File: src/common/cpu_consts.svh
/*
 * Widths and sizes of the pipelined RV32I subset core.
 * Included by the package and by blocks that size arrays or indices.
 */
`ifndef CPU_CONSTS_SVH
`define CPU_CONSTS_SVH

`define CPU_XLEN      32    // Data and address width
`define CPU_MEM_WORDS 256   // Unified memory depth, 1 KiB
`define CPU_MEM_AW    8     // Word index, byte address bits 9:2
`define CPU_NUM_REGS  32    // Architectural registers x0..x31

`endif

File: src/common/cpu_pkg.sv
/*
 * Shared types of the core: operation codes, control bits and the
 * payloads carried by the four stage registers.
 */
`default_nettype none

`include "cpu_consts.svh"

package cpu_pkg;

    typedef logic [`CPU_XLEN-1:0]             word_t;     // Data, address or instruction
    typedef logic [$clog2(`CPU_NUM_REGS)-1:0] reg_idx_t;  // Register number

    // Operation selected for execute
    typedef enum logic [2:0] {
        OP_ADD   = 3'd0,    // ADD and ADDI
        OP_SUB   = 3'd1,
        OP_AND   = 3'd2,
        OP_OR    = 3'd3,
        OP_XOR   = 3'd4,
        OP_LOAD  = 3'd5,    // LW, address is rs1 + imm
        OP_STORE = 3'd6     // SW, address is rs1 + imm
    } op_e;

    typedef struct packed {
        op_e  op;
        logic use_imm;      // Operand B taken from the immediate
        logic reg_write;    // Result goes to rd
        logic mem_read;
        logic mem_write;
    } ctrl_t;

    // Fetch to decode
    typedef struct packed {
        logic  valid;
        word_t pc;
        word_t instr;
    } if_id_t;

    // Decode to execute
    typedef struct packed {
        logic     valid;
        ctrl_t    ctrl;
        word_t    pc;
        word_t    rs1_data;
        word_t    rs2_data;
        word_t    imm;
        reg_idx_t rd;
    } id_ex_t;

    // Execute to memory
    typedef struct packed {
        logic     valid;
        ctrl_t    ctrl;
        reg_idx_t rd;
        word_t    result;       // ALU value or effective address
        word_t    store_data;
    } ex_mem_t;

    // Memory to write-back
    typedef struct packed {
        logic     valid;
        logic     reg_write;
        reg_idx_t rd;
        word_t    data;
    } mem_wb_t;

endpackage

`default_nettype wire

File: src/decode/instr_decode.sv
/*
 * Decode of ADD, SUB, AND, OR, XOR, ADDI, LW and SW with immediate
 * generation. Any other word decodes as a bubble. Interlocks on a
 * source register still pending in execute or memory.
 */
`default_nettype none

module instr_decode import cpu_pkg::*; (
    input  wire if_id_t   i_if_id,
    input  wire id_ex_t   i_id_ex_q,     // Instruction now in execute
    input  wire ex_mem_t  i_ex_mem_q,    // Instruction now in memory
    output reg_idx_t      o_rs1,
    output reg_idx_t      o_rs2,
    input  wire word_t    i_rs1_data,
    input  wire word_t    i_rs2_data,
    output id_ex_t        o_id_ex,
    output logic          o_stall
);

    localparam logic [6:0] OPC_REG   = 7'b0110011;
    localparam logic [6:0] OPC_IMM   = 7'b0010011;
    localparam logic [6:0] OPC_LOAD  = 7'b0000011;
    localparam logic [6:0] OPC_STORE = 7'b0100011;

    word_t      instr;
    logic [6:0] opcode;
    logic [2:0] funct3;
    logic [6:0] funct7;
    ctrl_t      ctrl;
    word_t      imm;
    logic       legal;      // Supported encoding
    logic       dec_valid;
    logic       uses_rs2;   // R-type and SW read rs2
    logic       raw_rs1;
    logic       raw_rs2;

    assign instr  = i_if_id.instr;
    assign opcode = instr[6:0];
    assign funct3 = instr[14:12];
    assign funct7 = instr[31:25];
    assign o_rs1  = instr[19:15];
    assign o_rs2  = instr[24:20];

    always_comb begin
        ctrl  = '0;
        imm   = '0;
        legal = 1'b0;
        case (opcode)
            OPC_REG: begin
                legal          = 1'b1;
                ctrl.reg_write = 1'b1;
                case ({funct7, funct3})
                    {7'b0000000, 3'b000}: ctrl.op = OP_ADD;
                    {7'b0100000, 3'b000}: ctrl.op = OP_SUB;
                    {7'b0000000, 3'b111}: ctrl.op = OP_AND;
                    {7'b0000000, 3'b110}: ctrl.op = OP_OR;
                    {7'b0000000, 3'b100}: ctrl.op = OP_XOR;
                    default:              legal   = 1'b0;
                endcase
            end
            OPC_IMM: begin                                  // ADDI only
                legal          = (funct3 == 3'b000);
                ctrl.op        = OP_ADD;
                ctrl.use_imm   = 1'b1;
                ctrl.reg_write = 1'b1;
                imm            = {{20{instr[31]}}, instr[31:20]};
            end
            OPC_LOAD: begin                                 // LW only
                legal          = (funct3 == 3'b010);
                ctrl.op        = OP_LOAD;
                ctrl.use_imm   = 1'b1;
                ctrl.reg_write = 1'b1;
                ctrl.mem_read  = 1'b1;
                imm            = {{20{instr[31]}}, instr[31:20]};
            end
            OPC_STORE: begin                                // SW only
                legal          = (funct3 == 3'b010);
                ctrl.op        = OP_STORE;
                ctrl.use_imm   = 1'b1;
                ctrl.mem_write = 1'b1;
                imm            = {{20{instr[31]}}, instr[31:25], instr[11:7]};
            end
            default: ;                                      // Bubble, zero word included
        endcase
    end

    assign dec_valid = i_if_id.valid && legal;
    assign uses_rs2  = !ctrl.use_imm || ctrl.mem_write;

    // Pending write to a nonzero rd in execute or memory
    assign raw_rs1 = (o_rs1 != '0) &&
        ((i_id_ex_q.valid && i_id_ex_q.ctrl.reg_write && i_id_ex_q.rd == o_rs1) ||
         (i_ex_mem_q.valid && i_ex_mem_q.ctrl.reg_write && i_ex_mem_q.rd == o_rs1));
    assign raw_rs2 = (o_rs2 != '0) &&
        ((i_id_ex_q.valid && i_id_ex_q.ctrl.reg_write && i_id_ex_q.rd == o_rs2) ||
         (i_ex_mem_q.valid && i_ex_mem_q.ctrl.reg_write && i_ex_mem_q.rd == o_rs2));

    assign o_stall = dec_valid && (raw_rs1 || (uses_rs2 && raw_rs2));

    always_comb begin
        o_id_ex = '0;
        if (dec_valid) begin
            o_id_ex.valid    = 1'b1;
            o_id_ex.ctrl     = ctrl;
            o_id_ex.pc       = i_if_id.pc;
            o_id_ex.rs1_data = i_rs1_data;
            o_id_ex.rs2_data = i_rs2_data;
            o_id_ex.imm      = imm;
            o_id_ex.rd       = ctrl.reg_write ? instr[11:7] : '0;   // SW has no rd
        end
    end

endmodule

`default_nettype wire

File: config.mk
export PLATFORM = sky130hd
export DESIGN_NAME = instr_decode
export DESIGN_NICKNAME = d
export VERILOG_FILES = /design/src/common/cpu_pkg.sv /design/src/decode/instr_decode.sv
export VERILOG_INCLUDE_DIRS = /design/src /design/src/common
export SDC_FILE = /design/constraint.sdc
export NUM_CORES = 1
export LEC_CHECK = 0
export BUFFER_PORTS_ARGS = -buffer_cell sky130_fd_sc_hd__clkbuf_2
export CAP_MARGIN = 20
export CORE_AREA = 2 2 192 194
export DETAILED_ROUTE_END_ITERATION = 16
export DIE_AREA = 0 0 194 196
export GPL_TIMING_DRIVEN = 0
export PLACE_DENSITY = 0.3
export SLEW_MARGIN = 10
export SYNTH_ARGS = -nofsm -noshare
export SYNTH_HDL_FRONTEND = slang
export SYNTH_SLANG_ARGS = --single-unit
File: constraint.sdc
create_clock -name vclk -period 2.65
set_clock_uncertainty 0.2 [all_clocks]
set_input_delay 0.53 -clock vclk [all_inputs]
set_output_delay 0.53 -clock vclk [all_outputs]
set_load 0.1 [all_outputs]
==> flow_metrics.tcl, run 1 <==
set metrics [dict create \
    die_w_um 194 \
    synthAdderAreaFrac 0 \
    drt_iter0_drc 20 \
    post-dp-hpwl_um 10200 \
    cpMostUsedCell "nor4_4" \
    n_clock_buffer 0 \
    drtPass1Iterations 4 \
    syn-num-nets 588 \
    grt_pass1_vias 2921 \
    rows 70 \
    wl_per_cell_um 13.0 \
    die-height_um 196 \
    start_kind "primary input" \
    cpMaxStageDelayCell "nor4_4" \
    seq_area_um2 0 \
    start_util 0.0432 \
    hold_start "i_rs2_data[12]" \
    whs_ns 1.21 \
    ir_drop_mv 0.0898 \
    grt_max_degree 12 \
    startpoint "i_if_id[29]" \
    critical_path_class "in -> out" \
    hold_buffers 0 \
    status "finished with violations" \
    setup_tns_ns -50.43 \
    worst_slack_ns -0.495 \
    die-area_mm2 0.0380 \
    yosysTopAreaCell "nor2b_1" \
    grt_first_pass_wirelength_um 18300 \
    syn_area_mm2 0.00156 \
    maxCapViolCount 0 \
    rsz0062_at_grt "yes" \
    holdPathStages 3 \
    synth_top_area_frac 0.413 \
    area_delta_synth_final_pct 372 \
    setup_viol_count_final 142 \
    path_cells "clkbuf_2, nor4_4, nand2_2, nor4_4, a21oi_4, buf_12, buf_4, nor2b_1, clkbuf_8" \
    yosysUniqueCellTypes 27 \
    critical_path_required_ns 1.92 \
    max_stage_delay_ns 0.34 \
    wirelength_um 13200 \
    postRouteAntennaNets 0 \
    place_area_mm2 0.00427 \
    hold_viol_final 0 \
    critPathMaxFanout 10 \
    power_mw 0.376 \
    slew_headroom 0.639 \
    gr-total-overflow 0 \
    fin_crit_ns 3.15 \
    synth_compound_area_frac 0.0658 \
    synth_area_per_cell_um2 6.47 \
    synth_top_family_by_area "simple AND/OR/NAND/NOR gates" \
    synth_simple_gate_area_frac 0.619 \
    design.seq.count 0 \
    synth_common_cells "103 x nor2b_1, 32 x buf_4, 20 x xnor2_1, 12 x nor2_1, 9 x and3_1" \
    layout-drive-gt1-share 0.866 \
    synthTopCellsByArea "nor2b_1 41%, buf_4 15%, xnor2_1 11%, nor3b_2 4.0%, and3_1 3.6%" \
    drcViolationCount 0 \
    core_area_mm2 0.0361 \
    fin_crit_sh 1.19 \
    syn_inst 241 \
    worst-slew-pin-transition_ns 0.543 \
    n_antenna_cell 0 \
    synth_warnings 0 \
    dr_total_vias 2876 \
    slew_violations 0 \
    vias_per_cell 2.82 \
    antenna_found_initial 0 \
    ys_seq_area_frac 0 \
    gp_congestion 0.698 \
    arrival_ns 2.42 \
    design_area_mm2 0.00735 \
    synth_most_common_cell "nor2b_1" \
    dp_cells 1004 \
    ioPinCount 499 \
    min_to "o_id_ex[49]" \
    power_density_mw_per_mm2 51.1 \
    synth_mux_area_frac 0 \
    end_kind "output port" \
    final_cells 1020 \
    port_buffers 295 \
    hp-class "in -> out" \
    layout.nets 901 \
    fmax_ghz 0.318 \
    synthXorXnorAreaFrac 0.112 \
    p_leak_nw 3.09 \
    failed_checks "negative setup slack" \
    grt_usage 0.0613 \
]
==> through the flow <==
step	setup WS (ns)	util
finish	-0.495	0.204
global route	-0.643	0.204
CTS	-0.495	0.182
detailed placement	-1.38	0.118
global placement	-1.38	0.118
floorplan	-1.01	-
==> cells by family after synthesis <==
| logic type | count (synthesis) |
|---|---|
| buf+inv | 48 |
| xor+xnor | 20 |
| simple gates | 155 |
| compound gates | 18 |
==> how the worst max path moves through the flow <==
stage	slack (ns)	end
finish	-0.50	o_id_ex[107]
global route	-0.64	o_id_ex[106]
CTS	-0.50	o_id_ex[39]
detailed placement	-1.38	o_id_ex[140]
global placement	-1.38	o_id_ex[27]
floorplan	-1.01	o_id_ex[100]
==> critical path, delay by kind of cell <==
kind / cells / cell delay [ns]
AO/OA/AOI/OAI: 1 / 0.10
buffers and inverters: 4 / 0.75
AND/OR/NAND/NOR: 4 / 1.01
==> area by class of cell <==
type,instances,area [um2]
plain buffers,45,674
fillers,3849,28700
inverters,2,7.51
multi-input cells,194,2100
well taps,468,586
repair buffers,311,3990
==> layout by cell type (no fill, tap or decap), drive strengths merged, types with 3 or more instances in the layout <==
master / synthesis / routed
nor2: 12 / 12
a21oi: 8 / 8
clkbuf: 6 / 227
xnor2: 20 / 20
nand3: 5 / 5
and3: 9 / 10
buf: 40 / 129
nor2b: 103 / 103
nand4: 4 / 4
nand2: 7 / 7
nor3b: 5 / 5
or4: 3 / 3
o21ai: 5 / 5
==> timing repair <==
action                     in CTS  in global routing
pin swaps                       5                  4
cloned                          3                  0
buffers inserted               11                  4
resized for setup             397                236
setup endpoints to repair     142                142
==> metal layers <==
metal,GRT usage,up-vias,part of all wire
met2,0.111,189,0.51
met1,0.0748,1313,0.39
met4,0.00449,0,0.0053
li1,-,1368,-
met5,0,-,0
met3,0.0170,6,0.094
==> power breakdown <==
| part | switching [mW] | leakage [nW] | internal, mW |
|---|---|---|---|
| clock | 0 | 0 | 0 |
| sequential | 0 | 0 | 0 |
| combinational | 0.189 | 3.09 | 0.186 |
| total | 0.189 | 3.09 | 0.186 |
Note: power is estimated with default switching activity, not from simulation.
==> run 2, diff against run 1 <==
--- a/config.mk
+++ b/config.mk
@@ -6,14 +6,15 @@
 export SDC_FILE = /design/constraint.sdc
 export NUM_CORES = 1
 export LEC_CHECK = 0
+export ABC_AREA = 1
 export BUFFER_PORTS_ARGS = -buffer_cell sky130_fd_sc_hd__clkbuf_2
 export CAP_MARGIN = 20
-export CORE_AREA = 2 2 192 194
+export CORE_AREA = 2 2 193 195
 export DETAILED_ROUTE_END_ITERATION = 16
-export DIE_AREA = 0 0 194 196
+export DIE_AREA = 0 0 195 197
 export GPL_TIMING_DRIVEN = 0
-export PLACE_DENSITY = 0.3
-export SLEW_MARGIN = 10
+export PLACE_DENSITY = 0.31
+export SLEW_MARGIN = 20
 export SYNTH_ARGS = -nofsm -noshare
 export SYNTH_HDL_FRONTEND = slang
 export SYNTH_SLANG_ARGS = --single-unit
==> run 2 against run 1 <==
Compared with the run above: the flow still finishes with violations (negative setup slack); global-route usage is 1.7 points higher; final cell count is 23% higher; design area is 16% higher; critical path type unchanged; highest routed layer is now met5.
==> flow_metrics.tcl, run 2 <==
set metrics [dict create \
    synth_common_cells "147 x inv_1, 144 x nor2_1, 96 x nand2_1, 31 x buf_4, 11 x nor2_4" \
    internal_power_mw 0.143 \
    gp_congestion 0.723 \
    arrival_ns 2.22 \
    rows 70 \
    synth_area_per_cell_um2 4.41 \
    ys_seq_area_frac 0 \
    hold_viol_final 0 \
    gr-total-overflow 0 \
    failed_checks "negative setup slack" \
    synth_simple_gate_area_frac 0.534 \
    max_stage_delay_ns 0.18 \
    maxCapViolCount 0 \
    critical_path_class "in -> out" \
    start_util 0.0565 \
    synthTopCellsByArea "inv_1 27%, nor2_1 26%, nand2_1 18%, buf_4 11%, nor2_4 6.0%" \
    design.seq.count 0 \
    vias_per_cell 3.01 \
    start_kind "primary input" \
    slew_headroom 0.641 \
    n_clock_buffer 0 \
    dr_total_vias 3779 \
    combPwrFrac 1.000 \
    synth_compound_area_frac 0.0244 \
    fmax_ghz 0.339 \
    path_cells "clkbuf_16, inv_12, nand2_4, nor2_4, buf_12, nand2_8, nand2_4, nand2_2, nand2_2, nand2_2, nand2_4, nand2_8, buf_12, nor2_4, buf_12, buf_12, clkbuf_16" \
    die_w_um 195 \
    hp-class "in -> out" \
    drtPass1Iterations 4 \
    p_seq_frac 0 \
    layout_commonest_cell "clkbuf_2" \
    drcViolationCount 0 \
    post-route-util 0.234 \
    layout-drive-gt1-share 0.653 \
    power_frac_clock 0 \
    synthAdderAreaFrac 0 \
    core_area_mm2 0.0363 \
    rsz0062_at_grt "yes" \
    cpMostUsedCell "buf_12" \
    slew_violations 0 \
    critPathMaxFanout 8 \
    grt_first_pass_wirelength_um 23300 \
    yosysUniqueCellTypes 13 \
    syn-num-nets 812 \
    grt_max_degree 12 \
    final_cell_mix "152 x clkbuf_2, 140 x inv_1, 130 x clkbuf_16" \
    area_delta_synth_final_pct 314 \
    fin_crit_sh 1.11 \
    whs_ns 1.21 \
    power_density_mw_per_mm2 46.7 \
    p_sw_mw 0.254 \
    fin_crit_ns 2.95 \
    yosysTopAreaCell "inv_1" \
    setup_tns_ns -32.58 \
    worst_slack_ns -0.300 \
    post-dp-hpwl_um 11600 \
    status "finished with violations" \
    die-area_mm2 0.0384 \
    antenna_found_initial 4 \
    worst-slew-pin-transition_ns 0.541 \
    grt_pass1_vias 3848 \
    syn_inst 465 \
    drt_iter0_drc 48 \
    synth_top_family_by_area "simple AND/OR/NAND/NOR gates" \
    p_leak_nw 3.95 \
    ioPinCount 499 \
    synth_mux_area_frac 0 \
    die-height_um 197 \
    postRouteAntennaNets 0 \
    ir_drop_mv 0.0809 \
    layout.nets 1135 \
    synth_most_common_cell "inv_1" \
    critical_path_required_ns 1.92 \
    wirelength_um 16600 \
    synth_top_area_frac 0.269 \
    synthXorXnorAreaFrac 0 \
    p_sw_frac 0.640 \
    cpMaxStageDelayCell "clkbuf_16" \
    seq_area_um2 0 \
    setup_viol_count_final 142 \
    port_buffers 295 \
    grt_usage 0.0787 \
    end_kind "output port" \
    wl_per_cell_um 13.2 \
    syn_area_mm2 0.00205 \
    synth_warnings 0 \
]
run 2: metrics by stage:
step | total power [mW] | cells | area [um2] | worst slack (ns)
final | 0.397 | 1255 | 8490 | -0.300
after global routing | 0.434 | 1254 | 8490 | -0.400
after CTS | 0.389 | 1248 | 8230 | -0.379
after detailed placement | 0.338 | 1228 | 4440 | -1.32
after global placement | 0.337 | 1228 | 4440 | -1.29
after floorplan | 0.181 | 465 | 2380 | -0.769
run 2: area by class of cell:
type                            count  area (um2)
Tap cell                          468         586
Buffer                             44         626
Timing Repair Buffer              320        4600
Antenna cell                        1        2.50
Fill cell                        3818       27800
Inverter                          147         573
Multi-Input combinational cell    275        2100
run 2: what timing repair did:
item                       4_1_cts  5_1_grt
setup endpoints to repair      142      142
hold buffers                     0        0
gates cloned                     7        3
resized for setup              621       55
pin swaps                        8        7
setup buffers                   13        4
run 2: layer usage:
metal,vias up,GRT usage,share of wire
li1,1893,-,-
met1,1648,0.0987,0.43
met2,224,0.138,0.47
met3,8,0.0265,0.10
met4,6,0.00113,0.0019
met5,-,0,0.0025
run 2: power by group through the flow:
stage / clock [mW] / sequential [mW] / combinational, mW
final: 0.0000000505 / 0 / 0.397
after global routing: 0 / 0 / 0.434
after CTS: 0 / 0 / 0.389
after detailed placement: 0 / 0 / 0.338
after global placement: 0 / 0 / 0.337
after floorplan: 0 / 0 / 0.181
run 2: worst paths after layout:
check	from	endpoint	slack [ns]	depth (start not counted)
worst max-delay path	i_if_id[2]	o_id_ex[23]	-0.30	17
worst min-delay path	i_rs2_data[11]	o_id_ex[48]	1.21	4
run 2: kinds of logic after synthesis:
kind of cell	after synthesis
AOI/OAI and AO/OA	10
buffers and inverters	191
and+or+nand+nor	264
run 2: worst max-delay path: cells and delay by family:
family                 cells  cell delay (ns)
buffers and inverters      7             0.94
and+or+nand+nor           10             0.72
==> run 3, diff against run 2 <==
--- a/config.mk
+++ b/config.mk
@@ -9,11 +9,11 @@
 export ABC_AREA = 1
 export BUFFER_PORTS_ARGS = -buffer_cell sky130_fd_sc_hd__clkbuf_2
 export CAP_MARGIN = 20
-export CORE_AREA = 2 2 193 195
+export CORE_AREA = 2 2 195 197
 export DETAILED_ROUTE_END_ITERATION = 16
-export DIE_AREA = 0 0 195 197
+export DIE_AREA = 0 0 197 199
 export GPL_TIMING_DRIVEN = 0
-export PLACE_DENSITY = 0.31
+export PLACE_DENSITY = 0.3
 export SLEW_MARGIN = 20
 export SYNTH_ARGS = -nofsm -noshare
 export SYNTH_HDL_FRONTEND = slang
==> constraint.sdc (replaced) <==
create_clock -name vclk -period 3.1
set_clock_uncertainty 0.2 [all_clocks]
set_input_delay 0.62 -clock vclk [all_inputs]
set_output_delay 0.62 -clock vclk [all_outputs]
set_load 0.1 [all_outputs]
==> run 3 against run 2 <==
Compared with the run above: the flow still finishes with violations (negative setup slack); count of clock-buffer cells in the layout stayed put; design area is 6.1% lower; utilization is 1.9 points lower; global-route usage is 0.50 points lower; sequential share of layout area stayed put; worst hold slack better by 0.19 ns; critical path type unchanged; largest power group unchanged.
==> flow_metrics.tcl, run 3 (synthesis results as in run 2) <==
set metrics [dict create \
    area_delta_synth_final_pct 289 \
    dr_total_vias 3695 \
    drtPass1Iterations 4 \
    die-area_mm2 0.0392 \
    arrival_ns 2.43 \
    fin_crit_sh 1.05 \
    design.seq.count 0 \
    rsz0062_at_grt "yes" \
    setup_viol_count_final 132 \
    antenna_found_initial 2 \
    gp_congestion 0.750 \
    post-dp-hpwl_um 12100 \
    grt_usage 0.0736 \
    status "finished with violations" \
    die-height_um 199 \
    port_buffers 295 \
    grt_max_degree 12 \
    end_kind "output port" \
    layout.nets 1133 \
    pre_cts_ws_ns -1.08 \
    fin_crit_ns 3.25 \
    die_w_um 197 \
    final_cell_mix "151 x clkbuf_2, 141 x inv_1, 98 x clkbuf_16" \
    wl_per_cell_um 13.2 \
    gr-total-overflow 0 \
    worst_slack_ns -0.155 \
    vias_per_cell 2.93 \
    critical_path_class "in -> out" \
    rows 71 \
    core_area_mm2 0.0371 \
    grt_pass1_vias 3692 \
    layout_commonest_cell "clkbuf_2" \
    layout-drive-gt1-share 0.634 \
    slew_violations 0 \
    power_density_mw_per_mm2 42.0 \
    hp-class "in -> out" \
    start_kind "primary input" \
    maxCapViolCount 0 \
    ir_drop_mv 0.0722 \
    hold_viol_final 0 \
    start_util 0.0552 \
    critical_path_required_ns 2.28 \
    p_leak_nw 3.84 \
    critPathMaxFanout 10 \
    power_mw 0.335 \
    drt_iter0_drc 64 \
    worst-slew-pin-transition_ns 0.543 \
    slew_headroom 0.640 \
    grt_first_pass_wirelength_um 22100 \
    failed_checks "negative setup slack" \
    drcViolationCount 0 \
    ioPinCount 499 \
    holdPathStages 4 \
    n_clock_buffer 0 \
    seq_area_um2 0 \
    wirelength_um 16700 \
    postRouteAntennaNets 0 \
    fmax_ghz 0.307 \
]
-- run 3: worst paths after layout --
check | start | to
worst min-delay path | i_rs1_data[2] | o_id_ex[71]
worst max-delay path | i_if_id[3] | o_id_ex[123]
-- run 3: per-layer routing --
| metal | GRT usage | vias up | wire length, um |
|---|---|---|---|
| met5 | 0 | - | 16 |
| met4 | 0.00585 | 2 | 272 |
| met3 | 0.0264 | 10 | 1700 |
| met2 | 0.130 | 197 | 7970 |
| met1 | 0.0892 | 1603 | 6720 |
| li1 | - | 1883 | - |
-- run 3: cell type report --
| type | count | area, um2 |
|---|---|---|
| antenna | 2 | 5.00 |
| buffer | 43 | 582 |
| fill | 3990 | 29200 |
| inverter | 147 | 583 |
| multi-input combinational | 275 | 1900 |
| tap | 474 | 593 |
| timing repair buffer | 319 | 4320 |
-- run 3: metrics by stage --
step                hold slack, ns  area, um2  setup TNS [ns]  utilization  std cells
finish                        1.40       7970          -10.08        0.215       1260
global route                  1.42       7970          -29.71        0.215       1258
CTS                           1.40       7490          -14.54        0.202       1245
detailed placement            1.55       4360          -72.43        0.117       1234
global placement              1.55       4360          -71.50        0.117       1234
floorplan                     1.24       2290          -45.78            -        465
-- run 3: report_power, final --
part / internal [mW] / leakage [nW] / switching, mW
Sequential: 0 / 0 / 0
Combinational: 0.123 / 3.84 / 0.211
Clock: 0.0000000863 / 0.0000127 / 0
Total: 0.123 / 3.84 / 0.211
-- run 3: critical path: stages --
cell	delay [ns]
clkbuf_16	0.13
clkinv_8	0.04
nand2_4	0.04
nor2_4	0.22
buf_12	0.16
nand3_4	0.06
a21oi_2	0.12
nor2_1	0.06
nand2_2	0.12
nand2_8	0.10
buf_12	0.18
buf_12	0.17
nor2_1	0.12
clkbuf_8	0.26
-- run 3: timing repair --
| item | CTS | global route |
|---|---|---|
| setup buffers | 6 | 10 |
| gates resized for setup | 543 | 88 |
| setup endpoints to repair | 142 | 142 |
| pin swaps | 5 | 9 |
| hold buffers | 0 | 0 |
| cloned | 6 | 3 |
